<file path="config.mk">
export PLATFORM = sky130hd
export DESIGN_NAME = vc_map_top
export DESIGN_NICKNAME = d
export VERILOG_FILES = /design/src/logic/vc_map_pkg.sv /design/src/logic/req_chan_if.sv /design/src/logic/vc_hash.sv /design/src/logic/vc_map_csr.sv /design/src/logic/vc_map_shim.sv /design/src/logic/vc_map_top.sv
export SDC_FILE = /design/constraint.sdc
export NUM_CORES = 1
export LEC_CHECK = 0
export ABC_AREA = 1
export BUFFER_PORTS_ARGS = -buffer_cell sky130_fd_sc_hd__buf_2
export CAP_MARGIN = 25
export CORE_AREA = 2 2 196 198
export CTS_CLUSTER_SIZE = 25
export DETAILED_ROUTE_END_ITERATION = 6
export DIE_AREA = 0 0 198 200
export PLACE_DENSITY = 0.71
export SLEW_MARGIN = 20
export SYNTH_ARGS = -nofsm -noshare
export SYNTH_HDL_FRONTEND = slang
export SYNTH_HIERARCHICAL = 1
export SYNTH_SLANG_ARGS = --single-unit
export TNS_END_PERCENT = 50
</file>
<file path="constraint.sdc">
create_clock -name clk -period 5.32 [get_ports clk]
set_input_delay 0.532 -clock clk [delete_from_list [all_inputs] [get_ports clk]]
set_output_delay 0.532 -clock clk [all_outputs]
set_load 0.05 [all_outputs]
</file>
<file path="src/logic/vc_map_pkg.sv">
// Channel mapping shared definitions
package vc_map_pkg;

    // Physical channel selector as carried in request headers
    // VA asks the platform, or this shim, to pick a channel
    typedef enum logic [1:0]
    {
        VA  = 2'd0,
        VL0 = 2'd1,
        VH0 = 2'd2,
        VH1 = 2'd3
    } t_vc;

    // Cache-line address width
    localparam int CL_ADDR_BITS = 42;
    typedef logic [CL_ADDR_BITS-1:0] t_cl_addr;

    // Multi-line request length
    // Its width also sets how many low line bits the hash ignores
    localparam int CL_NUM_BITS = 2;
    typedef logic [CL_NUM_BITS-1:0] t_cl_num;

    // Metadata tag returned with each response
    localparam int MDATA_BITS = 16;
    typedef logic [MDATA_BITS-1:0] t_mdata;

    // Write data word beside the c1 header
    localparam int DATA_BITS = 64;

    // Read request header, 63 bits
    typedef struct packed
    {
        t_cl_addr addr;
        t_vc      vc_sel;
        logic     map_va;
        t_cl_num  cl_len;
        t_mdata   mdata;
    } t_c0_req_hdr;

    // Write request header
    // Same fields as a read plus the start of packet flag
    typedef struct packed
    {
        t_cl_addr addr;
        t_vc      vc_sel;
        logic     map_va;
        t_cl_num  cl_len;
        logic     sop;
        t_mdata   mdata;
    } t_c1_req_hdr;

    // Response as it comes back from the platform
    typedef struct packed
    {
        t_mdata mdata;
        t_vc    vc;
    } t_rsp;

    // Hash is a plain CRC-32 over a 32-bit slice of the line address
    // Zero seed, MSB first, no reflection and no final inversion
    localparam int          HASH_BITS = 32;
    localparam logic [31:0] HASH_POLY = 32'h04C11DB7;

    // Low hash bits index a 64 entry channel table
    localparam int SLOT_BITS = 6;

    // Slot table split 16 VL0 : 24 VH0 : 24 VH1
    localparam logic [SLOT_BITS-1:0] SLOT_VL0_LAST = 6'd15;
    localparam logic [SLOT_BITS-1:0] SLOT_VH0_LAST = 6'd39;

    // CSR address map
    localparam int CSR_ADDR_BITS = 2;
    localparam int CSR_DATA_BITS = 32;
    localparam logic [CSR_ADDR_BITS-1:0] CSR_CTRL    = 2'd0;
    localparam logic [CSR_ADDR_BITS-1:0] CSR_CNT_VL0 = 2'd1;
    localparam logic [CSR_ADDR_BITS-1:0] CSR_CNT_VH0 = 2'd2;
    localparam logic [CSR_ADDR_BITS-1:0] CSR_CNT_VH1 = 2'd3;

    // Mapped request counter width
    localparam int CNT_BITS = 32;

endpackage

</file>
<file path="src/logic/req_chan_if.sv">
// Request channel and status interfaces
`timescale 1ns/10ps

// One request channel toward the platform
// The header type differs between the read and the write channel
interface req_chan_if #(parameter type T_HDR = vc_map_pkg::t_c0_req_hdr);
    logic                             valid;
    T_HDR                             hdr;
    // Only the write channel carries a meaningful data word
    logic [vc_map_pkg::DATA_BITS-1:0] data;

    modport src  (output valid, output hdr, output data);
    modport sink (input valid, input hdr, input data);
endinterface

// Status and control between the shim and the CSR block
interface vc_map_stat_if;
    // Mapping enable from the control register
    logic            ctrl_enable;

    // Strobes mark requests whose VA channel was replaced
    logic            c0_mapped;
    vc_map_pkg::t_vc c0_vc;
    logic            c1_mapped;
    vc_map_pkg::t_vc c1_vc;

    modport shim
    (
        input  ctrl_enable,
        output c0_mapped, c0_vc, c1_mapped, c1_vc
    );
    modport csr
    (
        output ctrl_enable,
        input  c0_mapped, c0_vc, c1_mapped, c1_vc
    );
endinterface

</file>
<file path="src/logic/vc_hash.sv">
// Address hash to physical channel
`timescale 1ns/10ps

module vc_hash
(
    input  vc_map_pkg::t_cl_addr addr,
    output vc_map_pkg::t_vc      vc
);

    // Serial CRC-32, unrolled by the loop into a pure XOR network
    function automatic logic [31:0] crc32(input logic [31:0] word);
        logic [31:0] crc;
        logic        fb;
        crc = '0;
        for (int i = vc_map_pkg::HASH_BITS - 1; i >= 0; i--)
        begin
            fb  = crc[31] ^ word[i];
            crc = {crc[30:0], 1'b0};
            if (fb)
            begin
                crc = crc ^ vc_map_pkg::HASH_POLY;
            end
        end
        return crc;
    endfunction

    logic [31:0]                      addr_slice;
    logic [31:0]                      addr_swizzle;
    logic [31:0]                      hash;
    logic [vc_map_pkg::SLOT_BITS-1:0] slot;

    // Skip the bits covered by multi-line requests
    // so every line of a group lands on one channel
    assign addr_slice = addr[vc_map_pkg::CL_NUM_BITS +: 32];

    // Bits 4 and 5 barely reach the low CRC bits, so trade them for high bits
    assign addr_swizzle = {addr_slice[29:4], addr_slice[31:30], addr_slice[3:0]};

    assign hash = crc32(addr_swizzle);
    assign slot = hash[vc_map_pkg::SLOT_BITS-1:0];

    // Slot order does not matter since slots are already hashed
    always_comb
    begin
        if (slot <= vc_map_pkg::SLOT_VL0_LAST)
            vc = vc_map_pkg::VL0;
        else if (slot <= vc_map_pkg::SLOT_VH0_LAST)
            vc = vc_map_pkg::VH0;
        else
            vc = vc_map_pkg::VH1;
    end

endmodule

</file>
<file path="src/logic/vc_map_csr.sv">
// Mapping control and counters
`timescale 1ns/10ps

module vc_map_csr
(
    input  logic                                 clk,
    input  logic                                 reset,
    input  logic                                 csr_wr,
    input  logic                                 csr_rd,
    input  logic [vc_map_pkg::CSR_ADDR_BITS-1:0] csr_addr,
    input  logic [vc_map_pkg::CSR_DATA_BITS-1:0] csr_wdata,
    output logic [vc_map_pkg::CSR_DATA_BITS-1:0] csr_rdata,
    output logic                                 csr_rdata_valid,
    vc_map_stat_if.csr                           stat
);

    // Counter slot k tracks channel CNT_VC[k] and lives at CNT_ADDR[k]
    localparam int NUM_CNT = 3;
    localparam vc_map_pkg::t_vc CNT_VC [NUM_CNT] =
        '{vc_map_pkg::VL0, vc_map_pkg::VH0, vc_map_pkg::VH1};
    localparam logic [vc_map_pkg::CSR_ADDR_BITS-1:0] CNT_ADDR [NUM_CNT] =
        '{vc_map_pkg::CSR_CNT_VL0, vc_map_pkg::CSR_CNT_VH0, vc_map_pkg::CSR_CNT_VH1};

    logic                                 enable;
    logic [vc_map_pkg::CNT_BITS-1:0]      cnt [NUM_CNT];

    // Mapping comes out of reset enabled
    always_ff @(posedge clk)
    begin
        if (reset)
            enable <= 1'b1;
        else if (csr_wr && (csr_addr == vc_map_pkg::CSR_CTRL))
            enable <= csr_wdata[0];
    end

    assign stat.ctrl_enable = enable;

    for (genvar k = 0; k < NUM_CNT; k++)
    begin : g_cnt
        logic [1:0] inc;

        // Both request channels may map to the same channel in one cycle
        assign inc = 2'((stat.c0_mapped && (stat.c0_vc == CNT_VC[k]))) +
                     2'((stat.c1_mapped && (stat.c1_vc == CNT_VC[k])));

        // A write to the counter address clears it and wins over a bump
        always_ff @(posedge clk)
        begin
            if (reset)
                cnt[k] <= '0;
            else if (csr_wr && (csr_addr == CNT_ADDR[k]))
                cnt[k] <= '0;
            else
                cnt[k] <= cnt[k] + vc_map_pkg::CNT_BITS'(inc);
        end
    end

    // Read data is only meaningful while the valid pulse is high
    always_ff @(posedge clk)
    begin
        if (csr_rd)
        begin
            case (csr_addr)
                vc_map_pkg::CSR_CTRL:    csr_rdata <= {31'b0, enable};
                vc_map_pkg::CSR_CNT_VL0: csr_rdata <= cnt[0];
                vc_map_pkg::CSR_CNT_VH0: csr_rdata <= cnt[1];
                default:                 csr_rdata <= cnt[2];
            endcase
        end
    end

    // One cycle read latency
    always_ff @(posedge clk)
    begin
        if (reset)
            csr_rdata_valid <= 1'b0;
        else
            csr_rdata_valid <= csr_rd;
    end

endmodule

</file>
<file path="src/logic/vc_map_shim.sv">
// VA channel mapping shim
`timescale 1ns/10ps

// Requests asking for any channel with map_va set get a concrete channel
// picked from their address, so one line always uses one channel and
// ordering within that channel keeps writes and later reads consistent
module vc_map_shim
(
    input  logic                clk,
    input  logic                reset,

    // Requests from the accelerator
    req_chan_if.sink            afu_c0,
    req_chan_if.sink            afu_c1,

    // Requests toward the platform
    req_chan_if.src             fiu_c0,
    req_chan_if.src             fiu_c1,

    vc_map_stat_if.shim         stat,

    // Back-pressure and responses flow the other way untouched
    input  logic [1:0]          fiu_alm_full,
    output logic [1:0]          afu_alm_full,
    input  logic                rx_in_valid,
    input  vc_map_pkg::t_rsp    rx_in,
    output logic                rx_out_valid,
    output vc_map_pkg::t_rsp    rx_out
);

    // Local copy of reset to ease fan-out, mapping starts one cycle late
    logic reset_q;

    always_ff @(posedge clk)
    begin
        reset_q <= reset;
    end

    logic            map_on;
    logic            c0_map;
    logic            c1_map;
    vc_map_pkg::t_vc c0_hash_vc;
    vc_map_pkg::t_vc c1_hash_vc;

    assign map_on = stat.ctrl_enable && !reset_q;

    // Each channel gets its own hash so both can map in the same cycle
    vc_hash u_c0_hash
    (
        .addr (afu_c0.hdr.addr),
        .vc   (c0_hash_vc)
    );

    vc_hash u_c1_hash
    (
        .addr (afu_c1.hdr.addr),
        .vc   (c1_hash_vc)
    );

    // Only VA requests that opt in are remapped
    assign c0_map = map_on && afu_c0.hdr.map_va && (afu_c0.hdr.vc_sel == vc_map_pkg::VA);
    assign c1_map = map_on && afu_c1.hdr.map_va && (afu_c1.hdr.vc_sel == vc_map_pkg::VA);

    // Read channel
    always_comb
    begin
        fiu_c0.valid   = afu_c0.valid;
        fiu_c0.hdr     = afu_c0.hdr;
        fiu_c0.data    = afu_c0.data;
        stat.c0_mapped = 1'b0;
        if (c0_map)
        begin
            fiu_c0.hdr.vc_sel = c0_hash_vc;
            stat.c0_mapped    = afu_c0.valid;
        end
    end

    // Write channel, the data word rides along unchanged
    always_comb
    begin
        fiu_c1.valid   = afu_c1.valid;
        fiu_c1.hdr     = afu_c1.hdr;
        fiu_c1.data    = afu_c1.data;
        stat.c1_mapped = 1'b0;
        if (c1_map)
        begin
            fiu_c1.hdr.vc_sel = c1_hash_vc;
            stat.c1_mapped    = afu_c1.valid;
        end
    end

    // The CSR block only looks at these while the strobe is high
    assign stat.c0_vc = c0_hash_vc;
    assign stat.c1_vc = c1_hash_vc;

    assign afu_alm_full = fiu_alm_full;
    assign rx_out_valid = rx_in_valid;
    assign rx_out       = rx_in;

endmodule

</file>
<file path="src/logic/vc_map_top.sv">
// Channel mapping top level
`timescale 1ns/10ps

module vc_map_top
(
    input  logic                                 clk,
    input  logic                                 reset,

    // Accelerator side requests
    input  logic                                 afu_c0_valid,
    input  vc_map_pkg::t_c0_req_hdr              afu_c0_hdr,
    input  logic                                 afu_c1_valid,
    input  vc_map_pkg::t_c1_req_hdr              afu_c1_hdr,
    input  logic [vc_map_pkg::DATA_BITS-1:0]     afu_c1_data,

    // Platform side requests
    output logic                                 fiu_c0_valid,
    output vc_map_pkg::t_c0_req_hdr              fiu_c0_hdr,
    output logic                                 fiu_c1_valid,
    output vc_map_pkg::t_c1_req_hdr              fiu_c1_hdr,
    output logic [vc_map_pkg::DATA_BITS-1:0]     fiu_c1_data,

    // Almost-full flags
    input  logic                                 fiu_c0_alm_full,
    input  logic                                 fiu_c1_alm_full,
    output logic                                 afu_c0_alm_full,
    output logic                                 afu_c1_alm_full,

    // Responses
    input  logic                                 fiu_rx_valid,
    input  vc_map_pkg::t_rsp                     fiu_rx,
    output logic                                 afu_rx_valid,
    output vc_map_pkg::t_rsp                     afu_rx,

    // CSR access
    input  logic                                 csr_wr,
    input  logic                                 csr_rd,
    input  logic [vc_map_pkg::CSR_ADDR_BITS-1:0] csr_addr,
    input  logic [vc_map_pkg::CSR_DATA_BITS-1:0] csr_wdata,
    output logic [vc_map_pkg::CSR_DATA_BITS-1:0] csr_rdata,
    output logic                                 csr_rdata_valid
);

    req_chan_if #(.T_HDR(vc_map_pkg::t_c0_req_hdr)) afu_c0_if ();
    req_chan_if #(.T_HDR(vc_map_pkg::t_c1_req_hdr)) afu_c1_if ();
    req_chan_if #(.T_HDR(vc_map_pkg::t_c0_req_hdr)) fiu_c0_if ();
    req_chan_if #(.T_HDR(vc_map_pkg::t_c1_req_hdr)) fiu_c1_if ();
    vc_map_stat_if                                  stat_if ();

    logic [1:0] afu_alm_full;

    // Reads carry no data word
    assign afu_c0_if.valid = afu_c0_valid;
    assign afu_c0_if.hdr   = afu_c0_hdr;
    assign afu_c0_if.data  = '0;
    assign afu_c1_if.valid = afu_c1_valid;
    assign afu_c1_if.hdr   = afu_c1_hdr;
    assign afu_c1_if.data  = afu_c1_data;

    assign fiu_c0_valid = fiu_c0_if.valid;
    assign fiu_c0_hdr   = fiu_c0_if.hdr;
    assign fiu_c1_valid = fiu_c1_if.valid;
    assign fiu_c1_hdr   = fiu_c1_if.hdr;
    assign fiu_c1_data  = fiu_c1_if.data;

    assign afu_c0_alm_full = afu_alm_full[0];
    assign afu_c1_alm_full = afu_alm_full[1];

    vc_map_shim u_shim
    (
        .clk          (clk),
        .reset        (reset),
        .afu_c0       (afu_c0_if.sink),
        .afu_c1       (afu_c1_if.sink),
        .fiu_c0       (fiu_c0_if.src),
        .fiu_c1       (fiu_c1_if.src),
        .stat         (stat_if.shim),
        .fiu_alm_full ({fiu_c1_alm_full, fiu_c0_alm_full}),
        .afu_alm_full (afu_alm_full),
        .rx_in_valid  (fiu_rx_valid),
        .rx_in        (fiu_rx),
        .rx_out_valid (afu_rx_valid),
        .rx_out       (afu_rx)
    );

    vc_map_csr u_csr
    (
        .clk             (clk),
        .reset           (reset),
        .csr_wr          (csr_wr),
        .csr_rd          (csr_rd),
        .csr_addr        (csr_addr),
        .csr_wdata       (csr_wdata),
        .csr_rdata       (csr_rdata),
        .csr_rdata_valid (csr_rdata_valid),
        .stat            (stat_if.csr)
    );

endmodule

</file>
Word-level counts from Yosys, hierarchy flattened
Memories as Yosys holds them, arrays and structs flattened.
Cells that the tools add are included.
Widths: inputs -> output; s select.

storage, ports and cells
  register bits = 35
  bits in writable memories = 96
  input bits = 252
  logic and storage cells = 272
  memories = 1

operators by class
  $add $sub $neg = 6
  order comparisons = 4
  equal/unequal tests = 9
  mux-type cells = 99
  bitwise operators = 130
  reduce and logical (&&, ||, !) cells = 19

memories
  name       words  width  read ports  clocked after Yosys merged registers in  wr ports  line              text
  u_csr.cnt  3      32     3           0                                        3         vc_map_csr.sv:25  logic [vc_map_pkg::CNT_BITS-1:0] cnt [NUM_CNT];

operators with widths
  cell                 count
  $mux 27              52
  $not 14->14          50
  $mux 32              6
  $add 32x2->32        3
  $pmux 32 s3          1
  $xor 1x1->1          52
  $mux 1               26
  $logic_and 1x1->1    15
  $eq 2x2->1 const B   6
  $le 6x4->1 const B   2
  $le 6x6->1 const B   2
  $mux 2               6
  $mux 3               4
  $mux 6               2
  $not 3->3            4
  $mux 5               2
  $not 5->5            2
  $xor 1x1->1 const A  10
  $not 4->4            2
  $add 1x1->2          3
  $eq 2x1->1 const B   3
  $logic_not 2->1      3
  $or 1x1->1           6
  $not 2->2            2
  other kinds (2)      3

Longest topological paths before layout
Gate-level depths: netlist of the first run.

  depth in word-level cells = 61
  mapped depth = 40
  mapped depth without buffers = 39

Modules after synthesis
The synthesis of the first run kept the hierarchy.

by module, submodules not included
  module       times used  cells an instance  area an instance (um2)  sequential area each (um2)
  vc_map_csr   1           940                7568.5                  3883.7
  vc_hash      2           505                2303.5                  0.0
  vc_map_shim  1           297                2197.1                  20.0
  vc_map_top   1           1                  3.8                     0.0

Worst setup path after synthesis of the first run
OpenSTA, ideal clock, no wires.

  kind = input port to flip-flop
  from = input port afu_c0_hdr[49] (netlist bit)
  to = memory u_csr/cnt[0][30] (netlist bit), data pin
  library setup time = 0.255 ns
  arrival time = 3.821 ns
  required time = 5.065 ns
  slack = 1.244 ns
  stages = 37
  buffers on the path = 1
  cells stage by stage = buf_4 -> inv_2 -> nand2_1 -> nand2_1 -> nand2_1 -> nand2_2 -> inv_2 -> nand2_2 -> nand2_4 -> nand2_4 -> nand2_4 -> nand2_2 -> nand2_1 -> nand2_1 -> nand2_1 -> inv_2 -> nand2_1 -> nand2_1 -> nand2_1 -> nand2_2 -> nand3_1 -> nand2_2 -> nand3_2 -> nand2_1 -> inv_1 -> nor2_1 -> nand2_1 -> fa_1 -> inv_1 -> ha_1 -> nand2_1 -> nor2_2 -> nand2_1 -> nor2_2 -> nand3_1 -> nand2_1 -> nor2_1

RTL lines
  element          line              text
  start, declared  vc_map_top.sv:11  input vc_map_pkg::t_c0_req_hdr afu_c0_hdr,
  end, declared    vc_map_csr.sv:25

==> flow_summary.json, run 1 <==
{
  "synth_area_sq_mm": 0.0139,
  "rsz0062_at_grt": "false",
  "skew_ns": 0.0100,
  "period_share": 0.889,
  "syn_to_final_growth_pct": 5.26,
  "place.gp.congestion": 0.949,
  "cts_buffers": 17,
  "initial_core_util": 0.371,
  "final_max_slew_viol_count": 0,
  "detailed_place_hpwl_um": 37200,
  "clock_latency_ns": 0.43,
  "first_pass_iters": 5,
  "p_int_mw": 2.35,
  "path_common_cell": "nand2_1",
  "cp_data_required_time_ns": 5.50,
  "drt_wl_total_um": 44100,
  "path_max_fanout": 10,
  "worst_pin_slew_ns": 0.920,
  "grt_pass1_wl_um": 66900,
  "antenna_found_initial": 1,
  "port-buffer-count": 183,
  "postCtsSetupBuffers": 0,
  "critical_path_class": "in -> reg",
  "max_freq_ghz": 0.211,
  "p_leak_nw": 7.38,
  "crit_path_max_incr_delay_ns": 0.45,
  "overflow": 0,
  "arrival_ns": 4.91,
  "fp.dieW_um": 198,
  "hold_slack_ns": 0.244,
  "yosys_warnings": 6,
  "final_hold_viol_count": 0,
  "fin_setup_tns_ns": 0,
  "clock_path_buffers": 2,
  "final_antenna_net_count": 0,
  "dp_cells": 2740,
  "diodes": 0,
  "p_sw_mw": 1.72,
  "seq_power_share": 0.314,
  "fin_ws_ns": 0.589,
  "wire_per_inst_um": 15.9,
  "cts.clk_slew.worst_paths_ns": 0.06,
  "drtIter0Drc": 984,
  "drc": 0,
  "outcome": "complete, no violations",
  "finalPower_mw": 4.07,
  "synth_area_per_cell_sq_um": 6.36,
  "crit_path_end_kind": "flip-flop",
  "rows": 71,
  "utilization": 0.391,
  "vdd_drop_max_mv": 0.155,
  "fin_cells": 2772,
  "nFillCells": 3952,
  "swShare": 0.423,
  "holdCritStartpoint": "reset",
  "design_area_sq_mm": 0.0146,
  "die-area_sq_mm": 0.0396,
  "grt_pass1_vias": 12300,
  "drive_above_1_share": 0.169,
  "final_net_count": 2506,
  "num_vias": 13700,
  "r2r_slack_ns": 2.16,
  "layout_min_cycle_time_ns": 4.73,
  "cts_resized": 0,
  "cts_tree": "built",
  "finalSetupViolations": 0,
  "fp.coreArea_sq_mm": 0.0374,
  "timing.rr.start": "u_csr/stat.ctrl_enable",
  "postPlaceCellArea_sq_mm": 0.0141,
  "ioPinCount": 499,
  "clockRootBuffer": "clkbuf_16",
  "vias_per_cell": 4.95,
  "slew_headroom": 0.383,
  "critPathLaunchType": "input port",
  "cts_num_sinks": 131,
  "holdBufCountCts": 0,
  "min_path_type": "in -> reg",
  "layout_commonest_cell": "nand2_1",
  "powerDensity_mw_per_mm2": 278,
  "htreeDepth": 4,
  "final_cell_mix": "nand2_1, nand3_1, inv_1, nor2_1, buf_2",
  "startpoint": "afu_c0_hdr[48]",
  "p_clk_frac": 0.266,
  "post-place-ws_ns": 0.147,
  "drv_cap": 0,
  "postSynthCellCount": 2183,
  "grt_max_degree": 34,
  "die_h_um": 200,
  "power_frac_comb": 0.420,
  "grtUsageTotal": 0.219,
  "crit_slowest_cell": "fa_1"
}
## registers in the layout (all words and copies together) (netlist names)
register,count
u_csr/stat.ctrl_enable,1
u_csr/csr_rdata,32
u_shim/reset_q,1
u_csr/cnt,96
u_csr/csr_rdata_valid,1
## layout make-up
type,count,area (sq um),area share
Sequential cell,131,3900,0.267
Multi-Input combinational cell,1674,7710,0.527
Timing Repair Buffer,184,923,0.0631
Clock buffer,17,425,0.0291
Tap cell,511,639,0.0437
Clock inverter,15,119,0.00813
Inverter,240,901,0.0616
## critical path, delay by kind of cell
kind	cells	cell delay, ns
adder cells (fa/ha/maj)	2	0.60
buffers and inverters	7	0.77
AND/OR/NAND/NOR	27	2.98
## routing by layer
metal / global-route usage / routed length [um] / share of wire
met1: 0.254 / 16800 / 0.38
met2: 0.364 / 20100 / 0.45
met3: 0.0869 / 5680 / 0.13
met4: 0.0813 / 1430 / 0.032
met5: 0.0296 / 138 / 0.0031
## power by group through the flow
| stage | Combinational (mW) | Sequential, mW | Clock [mW] |
|---|---|---|---|
| finish | 1.71 | 1.28 | 1.08 |
| floorplan | 1.58 | 1.34 | 0 |
| detailed placement | 1.70 | 1.30 | 0 |
| CTS | 1.70 | 1.27 | 1.10 |
| global route | 1.93 | 1.28 | 1.14 |
| global placement | 1.65 | 1.29 | 0 |
## worst paths after layout
kind                            cells past startpoint                      to
worst max register to register                     15        u_csr/cnt[2][20]
worst min register to register                      2  u_csr/stat.ctrl_enable
worst min-delay path                                1          u_shim/reset_q
worst max-delay path                               36        u_csr/cnt[0][22]
(Power assumes the default switching activity.)
==> run 2: changes to the inputs <==
ABC_AREA = default   (was 1)
PLACE_DENSITY = 0.6   (was 0.71)
==> run 2 against run 1 <==
Effect of this change: synthesized cell count down 55%; area after synthesis shrank 28%; clock-buffer cell count rose by 1; fmax shrank 2.6%; cell count down 44%; die area did not move; non-clock buffer count grew 7; final area is 26% lower; critical path depth is 21 lower; sequential power about the same; sequential share of layout area up 9.4 points.
==> flow_summary.json, run 2 <==
{
  "outcome": "complete, no violations",
  "cts_num_sinks": 131,
  "detailed_place_hpwl_um": 20200,
  "powerDensity_mw_per_mm2": 317,
  "num_vias": 7291,
  "yosys_warnings": 6,
  "die_h_um": 200,
  "postCtsSetupBuffers": 0,
  "ioPinCount": 499,
  "syn_to_final_growth_pct": 8.08,
  "clock_path_buffers": 2,
  "vdd_drop_max_mv": 0.227,
  "max_freq_ghz": 0.206,
  "finalSetupViolations": 0,
  "cp_cell_sequence": "buf_2, xnor2_1, xnor3_2, xnor3_2, xnor3_2, xor2_1, o21ai_0, nand3b_1, fa_1, inv_1, ha_1, nand4_1, or4_1, or4_1, a21oi_1",
  "startpoint": "afu_c0_hdr[50]",
  "final_antenna_net_count": 0,
  "finalPower_mw": 3.42,
  "overflow": 0,
  "place.gp.congestion": 0.818,
  "synth_area_sq_mm": 0.0100,
  "grt_max_degree": 34,
  "cts.clk_slew.worst_paths_ns": 0.06,
  "skew_ns": 0.0165,
  "arrival_ns": 5.13,
  "holdBufCountCts": 0,
  "p_leak_nw": 4.07,
  "cts_buffers": 17,
  "synth_area_per_cell_sq_um": 10.2,
  "cp.depth": 15,
  "critPathBufInv": 2,
  "timing.rr.start": "u_csr/stat.ctrl_enable",
  "postSynthCellCount": 985,
  "rows": 71,
  "crit_slowest_cell": "or4_1",
  "drtIter0Drc": 495,
  "clockRootBuffer": "clkbuf_16",
  "path_common_cell": "xnor3_2",
  "worst_pin_slew_ns": 1.00,
  "fin_setup_tns_ns": 0,
  "reg2regPathDepth": 10,
  "period_share": 0.913,
  "vias_per_cell": 4.66,
  "dp_cells": 1527,
  "regMostFlops": "u_csr/cnt",
  "hold_slack_ns": 0.352,
  "fp.coreArea_sq_mm": 0.0374,
  "first_pass_iters": 7,
  "initial_core_util": 0.267,
  "clock_latency_ns": 0.43,
  "drive_above_1_share": 0.260,
  "path_max_fanout": 11,
  "r2r_slack_ns": 1.76,
  "crit_path_end_kind": "flip-flop",
  "slew_headroom": 0.329,
  "crit_path_max_incr_delay_ns": 0.67,
  "antenna_found_initial": 5,
  "final_net_count": 1293,
  "fp.dieW_um": 198,
  "largest_reg_flops": 96,
  "final_cell_mix": "buf_2, edfxtp_1, conb_1, xnor2_1, nand2_1",
  "cts_tree": "built",
  "die-area_sq_mm": 0.0396,
  "crit_end": "u_csr/cnt[0][28]",
  "layout_commonest_cell": "buf_2",
  "drt_wl_total_um": 26500,
  "final_max_slew_viol_count": 0,
  "layout_min_cycle_time_ns": 4.86,
  "largestRegisters": "u_csr/cnt: 96 flops, u_csr/csr_rdata: 32 flops",
  "port-buffer-count": 175,
  "grt_pass1_vias": 7058,
  "cp_data_required_time_ns": 5.59,
  "final_hold_viol_count": 0,
  "cts_resized": 0,
  "critPathLaunchType": "input port",
  "fin_cells": 1563,
  "critPathTopFamily": "XOR/XNOR gates",
  "critical_path_class": "in -> reg",
  "wire_per_inst_um": 17.0,
  "grtUsageTotal": 0.132,
  "post-place-ws_ns": 0.0614,
  "grt_pass1_wl_um": 39400,
  "fin_ws_ns": 0.461,
  "htreeDepth": 4,
  "rsz0062_at_grt": "false",
  "min_path_type": "in -> reg",
  "timing.rr.end": "u_csr/cnt[0][28]",
  "drv_cap": 0,
  "drc": 0
}
-- run 2: where the power goes --
part	switching (mW)	internal [mW]
Combinational	0.571	0.440
Sequential	0.0673	1.22
Clock	0.482	0.647
-- run 2: stage by stage --
step                utilization  cell area [sq um]
floorplan                     -              10400
global placement          0.274              10200
detailed placement        0.274              10200
CTS                       0.289              10800
global route              0.289              10800
finish                    0.289              10800
-- run 2: worst min-delay path by stage --
stage                     slack, ns  cells past startpoint                      to             start
after floorplan                0.56                      0          u_shim/reset_q             reset
after global placement         0.62                      2         u_csr/cnt[1][7]   u_csr/cnt[1][7]
after detailed placement       0.62                      1     u_csr/csr_rdata[31]  u_csr/cnt[0][31]
after CTS                      0.36                      2  u_csr/stat.ctrl_enable      csr_wdata[0]
after global routing           0.35                      2  u_csr/stat.ctrl_enable      csr_wdata[0]
final                          0.35                      2  u_csr/stat.ctrl_enable      csr_wdata[0]
-- run 2: per-layer routing --
metal	share of wire	track usage	wire (um)	vias up
met5	0	0	0	-
met4	0.046	0.0746	1220	0
met3	0.067	0.0321	1780	89
met2	0.48	0.228	12800	337
met1	0.41	0.151	10700	3493
li1	-	-	-	3372
-- run 2: cell type report --
| type | count | area (sq um) |
|---|---|---|
| Inverter | 23 | 86.3 |
| Clock buffer | 18 | 429 |
| Tap cell | 511 | 639 |
| Antenna cell | 4 | 10.0 |
| Timing Repair Buffer | 191 | 996 |
| Sequential cell | 131 | 3900 |
| Multi-Input combinational cell | 671 | 4610 |
| Clock inverter | 14 | 133 |
| Fill cell | 3915 | 26600 |
-- run 2: worst reg2reg max path, delay by kind of cell (launching register included) --
family	cells	cell delay (ns)
and+or+nand+nor	6	2.10
adders and majority gates	2	0.66
DFF	1	0.39
AOI/OAI and AO/OA	1	0.17
buffers and inverters	1	0.10
==> run 3: changes to the inputs <==
CELL_PAD_IN_SITES_DETAIL_PLACEMENT = 0   (was default)
CELL_PAD_IN_SITES_GLOBAL_PLACEMENT = 1   (was default)
CORE_AREA = 2 2 193 195   (was 2 2 196 198)
DIE_AREA = 0 0 195 197   (was 0 0 198 200)
PLACE_DENSITY = 0.68   (was 0.6)
==> run 3 against run 2 <==
Effect of this change: highest routed layer unchanged; combinational power is essentially flat; die area fell by 3.0%; sequential cell count stayed put; final area fell by 0.39%; sequential share of layout area rose by 0.14 points; global-route usage grew 1.3 points; clock-buffer cell count decreased by 1; via count fell by 1.3%; sequential power about the same; utilization rose by 0.79 points; worst setup slack got worse by 0.030 ns; critical path type unchanged; register-to-register slack worse by 0.41 ns.
==> flow_summary.json, run 3 (synthesis gave the netlist of run 2 again) <==
{
  "clock_path_buffers": 2,
  "cts_resized": 0,
  "layout_min_cycle_time_ns": 4.89,
  "vias_per_cell": 4.74,
  "die_h_um": 197,
  "cts_tree": "built",
  "place.gp.congestion": 0.847,
  "initial_core_util": 0.276,
  "cts_num_sinks": 131,
  "worst_pin_slew_ns": 0.953,
  "drv_cap": 0,
  "largestRegisters": "u_csr/cnt: 96 flops, u_csr/csr_rdata: 32 flops",
  "overflow": 0,
  "grt_pass1_vias": 6869,
  "port-buffer-count": 175,
  "rows": 70,
  "num_vias": 7195,
  "post-place-ws_ns": 0.0508,
  "grtUsageTotal": 0.145,
  "skew_ns": 0.0146,
  "grt_pass1_wl_um": 42000,
  "outcome": "complete, no violations",
  "fp.dieW_um": 195,
  "arrival_ns": 5.15,
  "final_net_count": 1292,
  "powerDensity_mw_per_mm2": 325,
  "fp.coreArea_sq_mm": 0.0363,
  "drtIter0Drc": 444,
  "clockRootBuffer": "clkbuf_16",
  "cp_cell_sequence": "buf_2, xnor2_1, xnor3_2, xnor3_2, xnor3_2, xor2_1, o21ai_0, nand3b_1, fa_1, inv_1, ha_1, nand4_1, or4_1, or4_1, a21oi_1",
  "final_antenna_net_count": 0,
  "regMostFlops": "u_csr/cnt",
  "final_hold_viol_count": 0,
  "syn_to_final_growth_pct": 7.66,
  "final_cell_mix": "buf_2, edfxtp_1, conb_1, xnor2_1, nand2_1",
  "final_max_slew_viol_count": 0,
  "min_path_type": "in -> reg",
  "path_common_cell": "xnor3_2",
  "layout_commonest_cell": "buf_2",
  "cts.clk_slew.worst_paths_ns": 0.06,
  "rsz0062_at_grt": "false",
  "holdBufCountCts": 0,
  "finalSetupViolations": 0,
  "crit_path_max_incr_delay_ns": 0.72,
  "grt_max_degree": 45,
  "design_area_sq_mm": 0.0108,
  "fin_setup_tns_ns": 0,
  "postCtsSetupBuffers": 0,
  "wire_per_inst_um": 18.7,
  "htreeDepth": 4,
  "die-area_sq_mm": 0.0384,
  "fin_ws_ns": 0.431,
  "ioPinCount": 499,
  "drc": 0,
  "slew_headroom": 0.362,
  "crit_path_end_kind": "flip-flop",
  "p_leak_nw": 4.09,
  "crit_slowest_cell": "or4_1",
  "critPathBufInv": 2,
  "max_freq_ghz": 0.205,
  "cts_buffers": 17,
  "vdd_drop_max_mv": 0.187,
  "drive_above_1_share": 0.260,
  "critPathLaunchType": "input port",
  "cp_data_required_time_ns": 5.59,
  "largest_reg_flops": 96,
  "critical_path_class": "in -> reg",
  "antenna_found_initial": 5,
  "drt_wl_total_um": 28400,
  "postPlaceCellArea_sq_mm": 0.0102,
  "critPathTopFamily": "XOR/XNOR gates",
  "path_max_fanout": 16,
  "first_pass_iters": 5,
  "period_share": 0.919,
  "detailed_place_hpwl_um": 21900,
  "clock_latency_ns": 0.42
}
==> run 3: changes by cell type in the layout (fill, tap and decap cells not counted) <==
cell        change
buf_4           -1
bufinv_16       +1
clkbuf_1        -1
clkinv_2        +2
clkinvlp_4      -2
diode_2         -1
==> run 3: final cells by class <==
type,instances,area [sq um]
repair buffers,190,988
multi-input cells,671,4610
diodes,3,7.51
flip-flops and latches,131,3900
clock buffers,17,425
fillers,3807,25500
clock inverters,15,158
well taps,468,586
inverters,23,86.3
==> run 3: path summary, 6_finish.rpt <==
kind | start | endpoint | slack, ns | cells after the start
worst max-delay path | afu_c1_hdr[51] | u_csr/cnt[0][30] | 0.43 | 15
worst min-delay path | csr_wdata[0] | u_csr/stat.ctrl_enable | 0.31 | 2
worst max register to register | u_csr/stat.ctrl_enable | u_csr/cnt[0][30] | 1.35 | 10
worst min register to register | u_csr/cnt[0][20] | u_csr/csr_rdata[20] | 0.64 | 1
==> run 3: per-stage QoR <==
step / utilization / hold WS [ns] / total power, mW / cells
after detailed placement: 0.280 / 0.635 / 2.35 / 1482
after CTS: 0.296 / 0.298 / 3.54 / 1514
after global routing: 0.297 / 0.311 / 3.67 / 1518
after global placement: 0.280 / 0.620 / 2.34 / 1482
final: 0.297 / 0.310 / 3.50 / 1518
after floorplan: - / 0.560 / 2.37 / 1080
==> run 3: report_power, final <==
part	switching (mW)	total (mW)	internal, mW
registers	0.0690	1.28	1.22
clock network	0.479	1.17	0.693
logic	0.600	1.04	0.441
==> run 3: worst reg2reg max path: stages, from the launching register on <==
cell and delay, ns:
dfxtp_1 0.58, nand3b_1 0.19, nor4b_2 0.50, nand3b_1 0.17
fa_1 0.44, inv_1 0.09, ha_1 0.20, nand4_1 0.19
or4_1 0.72, or4_1 0.57, a21oi_1 0.17
==> run 3: routing by layer <==
metal / wire, um / track usage
met1: 11200 / 0.163
met2: 14600 / 0.263
met3: 2040 / 0.0431
met4: 613 / 0.0458
met5: 0 / 0
